==> config.mk <==
export PLATFORM = sky130hd
export DESIGN_NAME = cmp_unit
export DESIGN_NICKNAME = d
export VERILOG_FILES = /design/src/logic/cmp_pkg.sv /design/src/logic/branch_cmp.sv /design/src/logic/cmp_rs.sv /design/src/logic/rob_value_table.sv /design/src/logic/cmp_unit.sv
export VERILOG_INCLUDE_DIRS = /design/src /design/src/logic
export SDC_FILE = /design/constraint.sdc
export NUM_CORES = 2
export LEC_CHECK = 0
export ABC_AREA = 1
export ABC_CLOCK_PERIOD_IN_PS = 10050
export BUFFER_PORTS_ARGS = -buffer_cell sky130_fd_sc_hd__buf_2
export CAP_MARGIN = 25
export CORE_UTILIZATION = 37
export DETAILED_ROUTE_END_ITERATION = 12
export PLACE_DENSITY = 0.58
export SETUP_SLACK_MARGIN = 0.3
export SYNTH_ARGS = -nofsm -noshare
export SYNTH_HDL_FRONTEND = slang
export SYNTH_SLANG_ARGS = --single-unit
==> constraint.sdc <==
create_clock -name clk -period 10.05 [get_ports clk]
set_input_delay 0 -clock clk [delete_from_list [all_inputs] [get_ports clk]]
set_output_delay 0 -clock clk [all_outputs]
set_load 0.02 [all_outputs]
==> src/logic/cmp_settings.svh <==
`ifndef CMP_SETTINGS_SVH
`define CMP_SETTINGS_SVH

// reservation station entries in the compare unit
`define NUM_CMP_RS 3

// ROB tags, tag 0 stands for no dependency so only 1..7 are handed out
`define ROB_DEPTH 8

`define TAG_W 3

`endif

==> src/logic/cmp_pkg.sv <==
`default_nettype none

`include "cmp_settings.svh"

package cmp_pkg;

    typedef logic [31:0] rv32i_word;
    typedef logic [`TAG_W-1:0] tag_t;

    // encodings are the funct3 field of the RV32I branch instructions
    typedef enum logic [2:0] {
        beq  = 3'b000,
        bne  = 3'b001,
        blt  = 3'b100,
        bge  = 3'b101,
        bltu = 3'b110,
        bgeu = 3'b111
    } branch_funct3_t;

    typedef struct packed {
        logic           is_br;    // 0 for the slt/sltu style compares
        branch_funct3_t cmp_op;
        rv32i_word      Vj;
        rv32i_word      Vk;
        tag_t           Qj;       // zero once Vj holds the operand
        tag_t           Qk;
        tag_t           dest;
        logic           br_pred;  // predicted taken
        rv32i_word      pc;
        rv32i_word      b_imm;
    } cmp_dispatch_t;

    typedef struct packed {
        logic      valid;
        tag_t      tag;
        rv32i_word val;
    } cdb_write_t;

    // the ROB view that the station watches for wakeup
    typedef struct packed {
        logic [`ROB_DEPTH-1:0]      ready;
        rv32i_word [`ROB_DEPTH-1:0] vals;
    } rob_out_t;

    typedef struct packed {
        logic      valid;
        rv32i_word val;
        tag_t      tag;
        logic      br_pred_res;  // 1 when the prediction matched the outcome
        rv32i_word pc_next;
    } cmp_lane_t;

    typedef cmp_lane_t [`NUM_CMP_RS-1:0] cmp_cdb_t;

endpackage

`default_nettype wire

==> src/logic/branch_cmp.sv <==
`timescale 1ns/1ps
`default_nettype none

module branch_cmp (
    input  cmp_pkg::rv32i_word      a,
    input  cmp_pkg::rv32i_word      b,
    input  cmp_pkg::branch_funct3_t cmp_op,
    output logic                    taken
);

    logic eq;
    logic lt_s;
    logic lt_u;

    assign eq   = (a == b);
    assign lt_s = ($signed(a) < $signed(b));
    assign lt_u = (a < b);

    // slt and sltu reuse the blt and bltu codes
    always_comb begin
        case (cmp_op)
            cmp_pkg::beq:  taken = eq;
            cmp_pkg::bne:  taken = !eq;
            cmp_pkg::blt:  taken = lt_s;
            cmp_pkg::bge:  taken = !lt_s;
            cmp_pkg::bltu: taken = lt_u;
            cmp_pkg::bgeu: taken = !lt_u;
            default:       taken = 1'b0;  // funct3 010 and 011 never reach the unit
        endcase
    end

endmodule

`default_nettype wire

==> src/logic/cmp_rs.sv <==
`timescale 1ns/1ps
`default_nettype none

`include "cmp_settings.svh"

module cmp_rs (
    input  logic                   clk,
    input  logic                   rst,
    input  logic                   flush,
    input  logic                   disp_valid,
    output logic                   disp_ready,
    input  cmp_pkg::cmp_dispatch_t disp,
    input  cmp_pkg::rob_out_t      rob_data,
    output cmp_pkg::cmp_cdb_t      cmp_res
);

    localparam int IDX_W = $clog2(`NUM_CMP_RS);

    logic [`NUM_CMP_RS-1:0]  busy;
    cmp_pkg::cmp_dispatch_t  ent [`NUM_CMP_RS];

    logic [IDX_W-1:0]        free_idx;
    logic                    free_found;
    logic                    disp_fire;
    logic [`NUM_CMP_RS-1:0]  load;      // entry written by this dispatch
    logic [`NUM_CMP_RS-1:0]  issue;     // busy with both operands present
    logic [`NUM_CMP_RS-1:0]  taken;

    for (genvar i = 0; i < `NUM_CMP_RS; i++) begin : g_cmp
        branch_cmp i_branch_cmp (
            .a      (ent[i].Vj),
            .b      (ent[i].Vk),
            .cmp_op (ent[i].cmp_op),
            .taken  (taken[i])
        );
    end

    // walk down from the top so the lowest free entry wins
    always_comb begin
        free_idx   = '0;
        free_found = 1'b0;
        for (int i = `NUM_CMP_RS - 1; i >= 0; i--) begin
            if (!busy[i]) begin
                free_idx   = IDX_W'(i);
                free_found = 1'b1;
            end
        end
    end

    assign disp_ready = free_found;
    assign disp_fire  = disp_valid && disp_ready;

    always_comb begin
        for (int i = 0; i < `NUM_CMP_RS; i++) begin
            load[i]  = disp_fire && (free_idx == IDX_W'(i));
            issue[i] = busy[i] && (ent[i].Qj == '0) && (ent[i].Qk == '0);
        end
    end

    always_ff @(posedge clk) begin
        if (rst || flush) begin
            busy <= '0;
        end else begin
            for (int i = 0; i < `NUM_CMP_RS; i++) begin
                if (issue[i]) begin
                    busy[i] <= 1'b0;
                end else if (load[i]) begin
                    busy[i] <= 1'b1;
                end
            end
        end
    end

    // a loaded entry waits one edge before it can capture from the table
    always_ff @(posedge clk) begin
        for (int i = 0; i < `NUM_CMP_RS; i++) begin
            if (load[i]) begin
                ent[i] <= disp;
            end else if (busy[i]) begin
                if (ent[i].Qj != '0 && rob_data.ready[ent[i].Qj]) begin
                    ent[i].Vj <= rob_data.vals[ent[i].Qj];
                    ent[i].Qj <= '0;
                end
                if (ent[i].Qk != '0 && rob_data.ready[ent[i].Qk]) begin
                    ent[i].Vk <= rob_data.vals[ent[i].Qk];
                    ent[i].Qk <= '0;
                end
            end
        end
    end

    always_ff @(posedge clk) begin
        if (rst || flush) begin
            for (int i = 0; i < `NUM_CMP_RS; i++) begin
                cmp_res[i].valid <= 1'b0;
            end
        end else begin
            for (int i = 0; i < `NUM_CMP_RS; i++) begin
                cmp_res[i].valid <= issue[i];
                if (issue[i]) begin
                    cmp_res[i].tag         <= ent[i].dest;
                    cmp_res[i].br_pred_res <= (ent[i].br_pred == taken[i]);
                    // a branch reports its own pc, a compare reports a full-width flag
                    if (ent[i].is_br) begin
                        cmp_res[i].val <= ent[i].pc;
                    end else begin
                        cmp_res[i].val <= {32{taken[i]}};
                    end
                    if (taken[i]) begin
                        cmp_res[i].pc_next <= ent[i].pc + ent[i].b_imm;
                    end else begin
                        cmp_res[i].pc_next <= ent[i].pc + 32'd4;
                    end
                end
            end
        end
    end

    // dispatch may stall only while every entry holds an instruction
    a_stall_only_full: assert property (
        @(posedge clk) disable iff (rst)
        !disp_ready |-> &busy
    ) else $error("disp_ready low while an entry is free");

    for (genvar i = 0; i < `NUM_CMP_RS; i++) begin : g_lane_chk
        a_tag_nonzero: assert property (
            @(posedge clk) disable iff (rst)
            cmp_res[i].valid |-> (cmp_res[i].tag != '0)
        ) else $error("lane %0d reports tag 0", i);

        for (genvar j = i + 1; j < `NUM_CMP_RS; j++) begin : g_pair
            a_tag_unique: assert property (
                @(posedge clk) disable iff (rst)
                (cmp_res[i].valid && cmp_res[j].valid) |-> (cmp_res[i].tag != cmp_res[j].tag)
            ) else $error("lanes %0d and %0d carry the same tag", i, j);
        end
    end

endmodule

`default_nettype wire

==> src/logic/rob_value_table.sv <==
`timescale 1ns/1ps
`default_nettype none

`include "cmp_settings.svh"

module rob_value_table (
    input  logic                clk,
    input  logic                rst,
    input  logic                flush,
    input  logic                alloc_valid,
    input  cmp_pkg::tag_t       alloc_tag,
    input  cmp_pkg::cdb_write_t ext_cdb,
    input  cmp_pkg::cmp_cdb_t   cmp_res,
    output cmp_pkg::rob_out_t   rob_data
);

    logic [`ROB_DEPTH-1:0]               ready_q;
    cmp_pkg::rv32i_word [`ROB_DEPTH-1:0] vals_q;

    logic [`ROB_DEPTH-1:0]               wr_en;
    cmp_pkg::rv32i_word [`ROB_DEPTH-1:0] wr_val;
    logic [`ROB_DEPTH-1:0]               alloc_mask;
    logic                                alloc_clash;

    // merge the external bus and every compare lane into one write mask
    always_comb begin
        wr_en  = '0;
        wr_val = vals_q;
        if (ext_cdb.valid && ext_cdb.tag != '0) begin
            wr_en[ext_cdb.tag]  = 1'b1;
            wr_val[ext_cdb.tag] = ext_cdb.val;
        end
        for (int i = 0; i < `NUM_CMP_RS; i++) begin
            if (cmp_res[i].valid && cmp_res[i].tag != '0) begin
                wr_en[cmp_res[i].tag]  = 1'b1;
                wr_val[cmp_res[i].tag] = cmp_res[i].val;
            end
        end
    end

    always_comb begin
        alloc_mask = '0;
        if (alloc_valid) begin
            alloc_mask[alloc_tag] = 1'b1;  // the tag is reissued and its old value is stale
        end
    end

    assign alloc_clash = alloc_valid && wr_en[alloc_tag];

    always_ff @(posedge clk) begin
        if (rst || flush) begin
            ready_q <= '0;
        end else begin
            ready_q <= (ready_q & ~alloc_mask) | wr_en;
        end
    end

    always_ff @(posedge clk) begin
        vals_q <= wr_val;
    end

    assign rob_data.ready = ready_q;
    assign rob_data.vals  = vals_q;

    // renaming must not hand out a tag whose result is landing in the same cycle
    a_alloc_vs_write: assert property (
        @(posedge clk) disable iff (rst || flush)
        !alloc_clash
    ) else $error("allocation of tag %0d collides with a write", alloc_tag);

endmodule

`default_nettype wire

==> src/logic/cmp_unit.sv <==
`timescale 1ns/1ps
`default_nettype none

module cmp_unit (
    input  logic                   clk,
    input  logic                   rst,
    input  logic                   flush,
    input  logic                   disp_valid,
    output logic                   disp_ready,
    input  cmp_pkg::cmp_dispatch_t disp,
    input  cmp_pkg::cdb_write_t    ext_cdb,
    input  logic                   alloc_valid,
    input  cmp_pkg::tag_t          alloc_tag,
    output cmp_pkg::cmp_cdb_t      cmp_res
);

    cmp_pkg::rob_out_t rob_data;  // ready bits and values per tag

    cmp_rs i_cmp_rs (
        .clk        (clk),
        .rst        (rst),
        .flush      (flush),
        .disp_valid (disp_valid),
        .disp_ready (disp_ready),
        .disp       (disp),
        .rob_data   (rob_data),
        .cmp_res    (cmp_res)
    );

    // compare results loop back here so dependent entries can wake up
    rob_value_table i_rob_value_table (
        .clk         (clk),
        .rst         (rst),
        .flush       (flush),
        .alloc_valid (alloc_valid),
        .alloc_tag   (alloc_tag),
        .ext_cdb     (ext_cdb),
        .cmp_res     (cmp_res),
        .rob_data    (rob_data)
    );

endmodule

`default_nettype wire

# After elaboration in Yosys (flattened, before gate mapping)
# Memories as Yosys holds them, arrays and structs flattened.
# Index checks and enable logic that the tools add are counted.
# totals
ff_bits	474
memories	1
elab_cells	271
out_inout_bits	208
latchBits	0
ram_bits	426
romBits	0
# op_classes
n_bitwise	19
n_eq_ne	23
shifts	0
n_mul	0
n_div	0
n_lt_le_gt_ge	22
n_addsub	6
n_reduce_logical	61
muxes	112
# memory_table
memory	depth	word_bits	rd	rd_clocked_by_memory_dff	wr	line_no	rtl
i_cmp_rs.ent	3	142	3	0	3	cmp_rs.sv:20	cmp_pkg::cmp_dispatch_t ent [`NUM_CMP_RS];
# ops
cell	n
bitwise mux 256 bit	4
2-to-1 mux 256 bit	4
2-to-1 mux 32 bit	22
binary-select mux 32 bit (select 3 bit)	6
demux 32 bit (select 3 bit)	4
less-than comparator 32 bit	6
adder 32 x 3 -> 32 bit (second input constant)	3
adder 32 bit	3
== test 32 bit	3
less-than comparator 3 x 4 -> 1 bit (second input constant)	11
2-to-1 mux 1 bit	44
2-to-1 mux 8 bit	5
== test 3 bit (second input constant)	12
OR 8 bit	4
nonzero test 3 bit	10
logical NOT 3 bit	9
logical AND 1 bit	25
binary-select mux 1 bit (select 3 bit)	6
2-to-1 mux 3 bit	6
one-hot mux 1 bit (6 select lines)	3
demux 1 bit (select 3 bit)	5
>= comparator 3 x 1 -> 1 bit (second input constant)	5
OR 1 bit	12
== test 3 x 1 -> 1 bit (second input constant)	3
12 further kinds	28

# Depth between registers and ports, before layout
# logic_depth
ltp_word	12
mapped_depth	20
depth_no_buf	19

# Cells and area by module
# A second synthesis with hierarchy kept.
# unflattened
cells_unflattened	9776
area_unflattened_um2	65552.9
# modules_own_cells
mod	area_each_um2	instances	cells_each	seq_area_each_um2
cmp_rs	45401.0	1	6234	18978.2
rob_value_table	17179.0	1	3035	5285.1
branch_cmp	991.0	3	169	0.0

# Worst setup path after synthesis
# Ideal clock, no wire load.
# synth_timing
kind	register -> register
startpoint	register i_cmp_rs.busy[1]
endpoint	memory i_cmp_rs.ent[0][106] (netlist bit), enable pin
path_stages_with_launch	6
setup_ns	0.398
arrival_ns	6.901
required_time_ns	9.652
slack_ns	2.751
cell_sequence	dfxtp_1 > nand2_1 > inv_1 > nor3_1 > inv_1 > nand3_1
# synth_lines
element	line_no	rtl
start: declaration	cmp_rs.sv:19	logic [`NUM_CMP_RS-1:0] busy;
start signal: assignment	cmp_rs.sv:62	busy <= '0;
start signal: indexed assignment	cmp_rs.sv:66	busy[i] <= 1'b0;
start signal: indexed assignment	cmp_rs.sv:68	busy[i] <= 1'b1;
end: declaration	cmp_rs.sv:20	

==> results.py <==
metrics = {
    "run_status": {
        "status": "complete, no violations",
    },
    "sta": {
        "rsz0062_at_grt": "no",
        "setup_ws_ps": 5090,
        "final-setup-viol-count": 0,
        "slew_violations": 0,
        "clock.fmax_mhz": 202,
        "hold_violations": 0,
        "finalCritPeriodShare_pct": 49.3,
        "worstMarginPinSlew_ps": 1070,
        "slew-limit-headroom_pct": 28.8,
        "tns_ps": 0,
        "clock_skew_ps": 60.2,
        "hold_ws_ps": 32.7,
        "fin_crit_ps": 4960,
    },
    "grt": {
        "met2_usage_pct": 51.0,
        "grt_first_pass_wirelength_mm": 415,
        "grt_max_degree": 201,
        "grt_util_all_layers_pct": 34.2,
        "busiest_layer": "met2",
        "grt-ovfl-total": 0,
        "grt_util_met1_pct": 46.0,
        "antenna_found_initial": 32,
        "grtUsageMet3_pct": 10.2,
        "grt_pass1_vias": 57846,
    },
    "yosys": {
        "synth_top_area_share_pct": 30.9,
        "ys_ff_latch": 899,
        "synth_fa_ha_area_share_pct": 4.06,
        "synth_nets": 8314,
        "synth_top_family_by_area": "compound AO/OA/AOI/OAI gates",
        "synthCells": 7933,
        "synthArstFlopShare_pct": 0,
        "yosysWarnings": 0,
        "yosysUniqueCellTypes": 52,
        "synth_edf_count": 624,
        "synth_ff_type": "edfxtp_1",
        "synth_area_leaders": "edfxtp_1, o21ai_0, dfxtp_1",
        "synth_compound_area_share_pct": 30.6,
        "synth_area_per_cell_um2": 7.64,
        "synth-xor-area-share_pct": 2.25,
        "synth.most_common_cell": "o21ai_0",
        "syn_area_mm2": 0.0606,
        "yosys.area.top_type": "edfxtp_1",
        "yosysSeqAreaShare_pct": 40.0,
        "yosys.area_share.simple_pct": 14.0,
        "synth_commonest_cells": "o21ai_0, nand2_1, a21oi_1, inv_1, edfxtp_1",
        "synth.mux.area_fraction_pct": 0,
    },
    "cells_and_area": {
        "final_util_pct": 43.1,
        "drive_above_1_share_pct": 9.23,
        "area_growth_pct": 15.5,
        "fin_nets": 8542,
        "finalNonFillerCells": 10440,
        "design_area_mm2": 0.0700,
        "nFillCells": 16620,
    },
    "placement": {
        "place.port_buffers": 393,
        "pre_cts_ws_ps": 5110,
        "placed_cell_area_mm2": 0.0640,
        "dp_cells": 10007,
        "dpl.hpwl_mm": 212,
        "gp_congestion": 0.981,
    },
    "drt": {
        "via_count": 64338,
        "ant_nets": 0,
        "dr.pass1.iters": 8,
        "route.detailed.drc": 0,
        "wl_mm": 293,
        "detail_route.vias_per_cell": 6.16,
        "wire_per_inst_um": 28.1,
        "first_iter_violations": 10709,
    },
    "clocking": {
        "clkTransAtPathRegs_ps": 60,
        "cts-htree-levels": 3,
        "ctsResizeCount": 0,
        "clkSinkCount": 899,
        "clock_path_buffers": 3,
        "worstSkewPairLatency_ps": 780,
        "tritoncts": "done",
        "cts_inserted_buffers": 102,
        "cts_root_buffer": "clkbuf_16",
    },
    "power": {
        "power_frac_comb_pct": 17.5,
        "intPower_mw": 7.21,
        "switching_power_mw": 3.37,
        "swShare_pct": 31.9,
        "power_density_mw_per_mm2": 151,
        "ir_drop_uv": 152,
        "seq_power_share_pct": 43.7,
        "pwr-share-clk_pct": 38.8,
        "finalPower_mw": 10.6,
        "cellLeakagePower_nw": 28.0,
    },
    "setup_path": {
        "setup.worst_path.start": "i_cmp_rs.ent[0][113]",
        "rr_endpoint": "i_cmp_rs.cmp_res[59]",
        "path_cells": "ha_1 -> nand2_1 -> nor2_1 -> nand4_1 -> nor3_1 -> nand2_1 -> nand2_1 -> nand2_1 -> clkinv_1 -> nand2_1 -> nor2_4 -> nand3_2 -> nand2_2 -> nand2_1",
        "endpoint_kind": "flop",
        "regToRegSetupSlack_ps": 5090,
        "start_kind": "flop",
        "crit_required_ps": 10490,
        "worst_r2r_startpoint": "i_cmp_rs.ent[0][113]",
        "crit_end": "i_cmp_rs.cmp_res[59]",
        "reg2regPathDepth": 14,
        "crit_slowest_cell": "nand3_2",
        "timing.critical_path.mode_cell": "nand2_1",
        "worstSetupPathType": "reg2reg",
        "arrival_ps": 5400,
        "cp_max_fo": 34,
        "slowest_delay_ps": 850,
    },
    "die": {
        "floorplan.initialDensity_pct": 37.3,
        "die_h_um": 407,
        "num_rows": 148,
        "die-area_mm2": 0.165,
        "ios": 394,
        "core_area_mm2": 0.163,
        "die_x_um": 407,
    },
    "worst_hold_path": {
        "hold_class": "in2reg",
    },
    "run": {
        "drv_cap": 0,
    },
}
timing repair:
item,4_1_cts,5_1_grt
setup buffers,0,0
endpoints found under the setup margin,0,0
hold buffers,223,0
hold endpoints to repair,662,0
flip-flops by register name, summed over array words and instances, names as in the netlist:
| signal | cells |
|---|---|
| i_cmp_rs.busy | 3 |
| i_cmp_rs.cmp_res | 207 |
| i_cmp_rs.ent | 426 |
| i_rob_value_table.ready_q | 7 |
| i_rob_value_table.rob_data | 256 |
worst max-delay path, delay by kind of cell (launching register included):
| family | cells | cell delay [ps] |
|---|---|---|
| adder cells (fa/ha/maj) | 1 | 310 |
| buffers and inverters | 1 | 40 |
| flip-flops | 1 | 380 |
| AND/OR/NAND/NOR | 12 | 3850 |
worst min path at each step:
stage | from | end | slack [ps] | cells after the start
after global routing | disp[34] | i_cmp_rs.ent[0][34] | 40 | 2
after CTS | disp[47] | i_cmp_rs.ent[0][47] | 2 | 2
after global placement | disp[54] | i_cmp_rs.ent[1][54] | 210 | 1
after floorplan | disp[0] | i_cmp_rs.ent[0][0] | 100 | 0
final | disp[24] | i_cmp_rs.ent[2][24] | 30 | 2
after detailed placement | disp[48] | i_cmp_rs.ent[1][48] | 210 | 1
power groups by stage:
stage / Sequential (mW) / Combinational [mW] / Clock [mW]
2_1_floorplan: 4.46 / 1.16 / 0
3_3_place_gp: 4.66 / 1.67 / 0
3_5_place_dp: 4.66 / 1.69 / 0
4_1_cts: 4.58 / 1.77 / 4.14
5_1_grt: 4.63 / 2.00 / 4.27
6_report: 4.62 / 1.85 / 4.10
layer usage:
layer	share of wire [%]	vias up
met5	0.074	-
met4	4.6	34
met3	13	693
met2	42	4502
met1	40	30275
li1	-	28834
cell type report:
class,instances,area [um2],share of cell area (%)
clock inverter,74,943,1.35
sequential,899,24300,34.7
tap,2175,2720,3.89
antenna,17,42.5,0.0608
clock buffer,117,2690,3.84
multi-input combinational,5598,31000,44.3
inverter,824,3100,4.43
timing repair buffer,736,5200,7.43
layout by cell type (no fill, tap or decap), drive strengths merged, types with 103 or more instances in the layout:
cell type	count
dfxtp	275
nor2	423
xor2	103
a31oi	170
nand3	178
nand2	1130
inv	813
ha	192
buf	513
dlygate4sd3	223
nand4	146
a22oi	159
nor3	121
a21oi	1039
edfxtp	624
o21ai	1208
clkbuf	117
o211ai	229
kinds of logic (layout without fill, tap and decap cells):
group / Yosys count / after routing
xor+xnor: 156 / 156
buf+inv: 1436 / 1751
compound gates: 3221 / 3221
other cells: 0 / 17
fa+ha+maj: 195 / 195
simple gates: 2026 / 2026
flops: 899 / 899
Power figures use the tool's default switching activity.
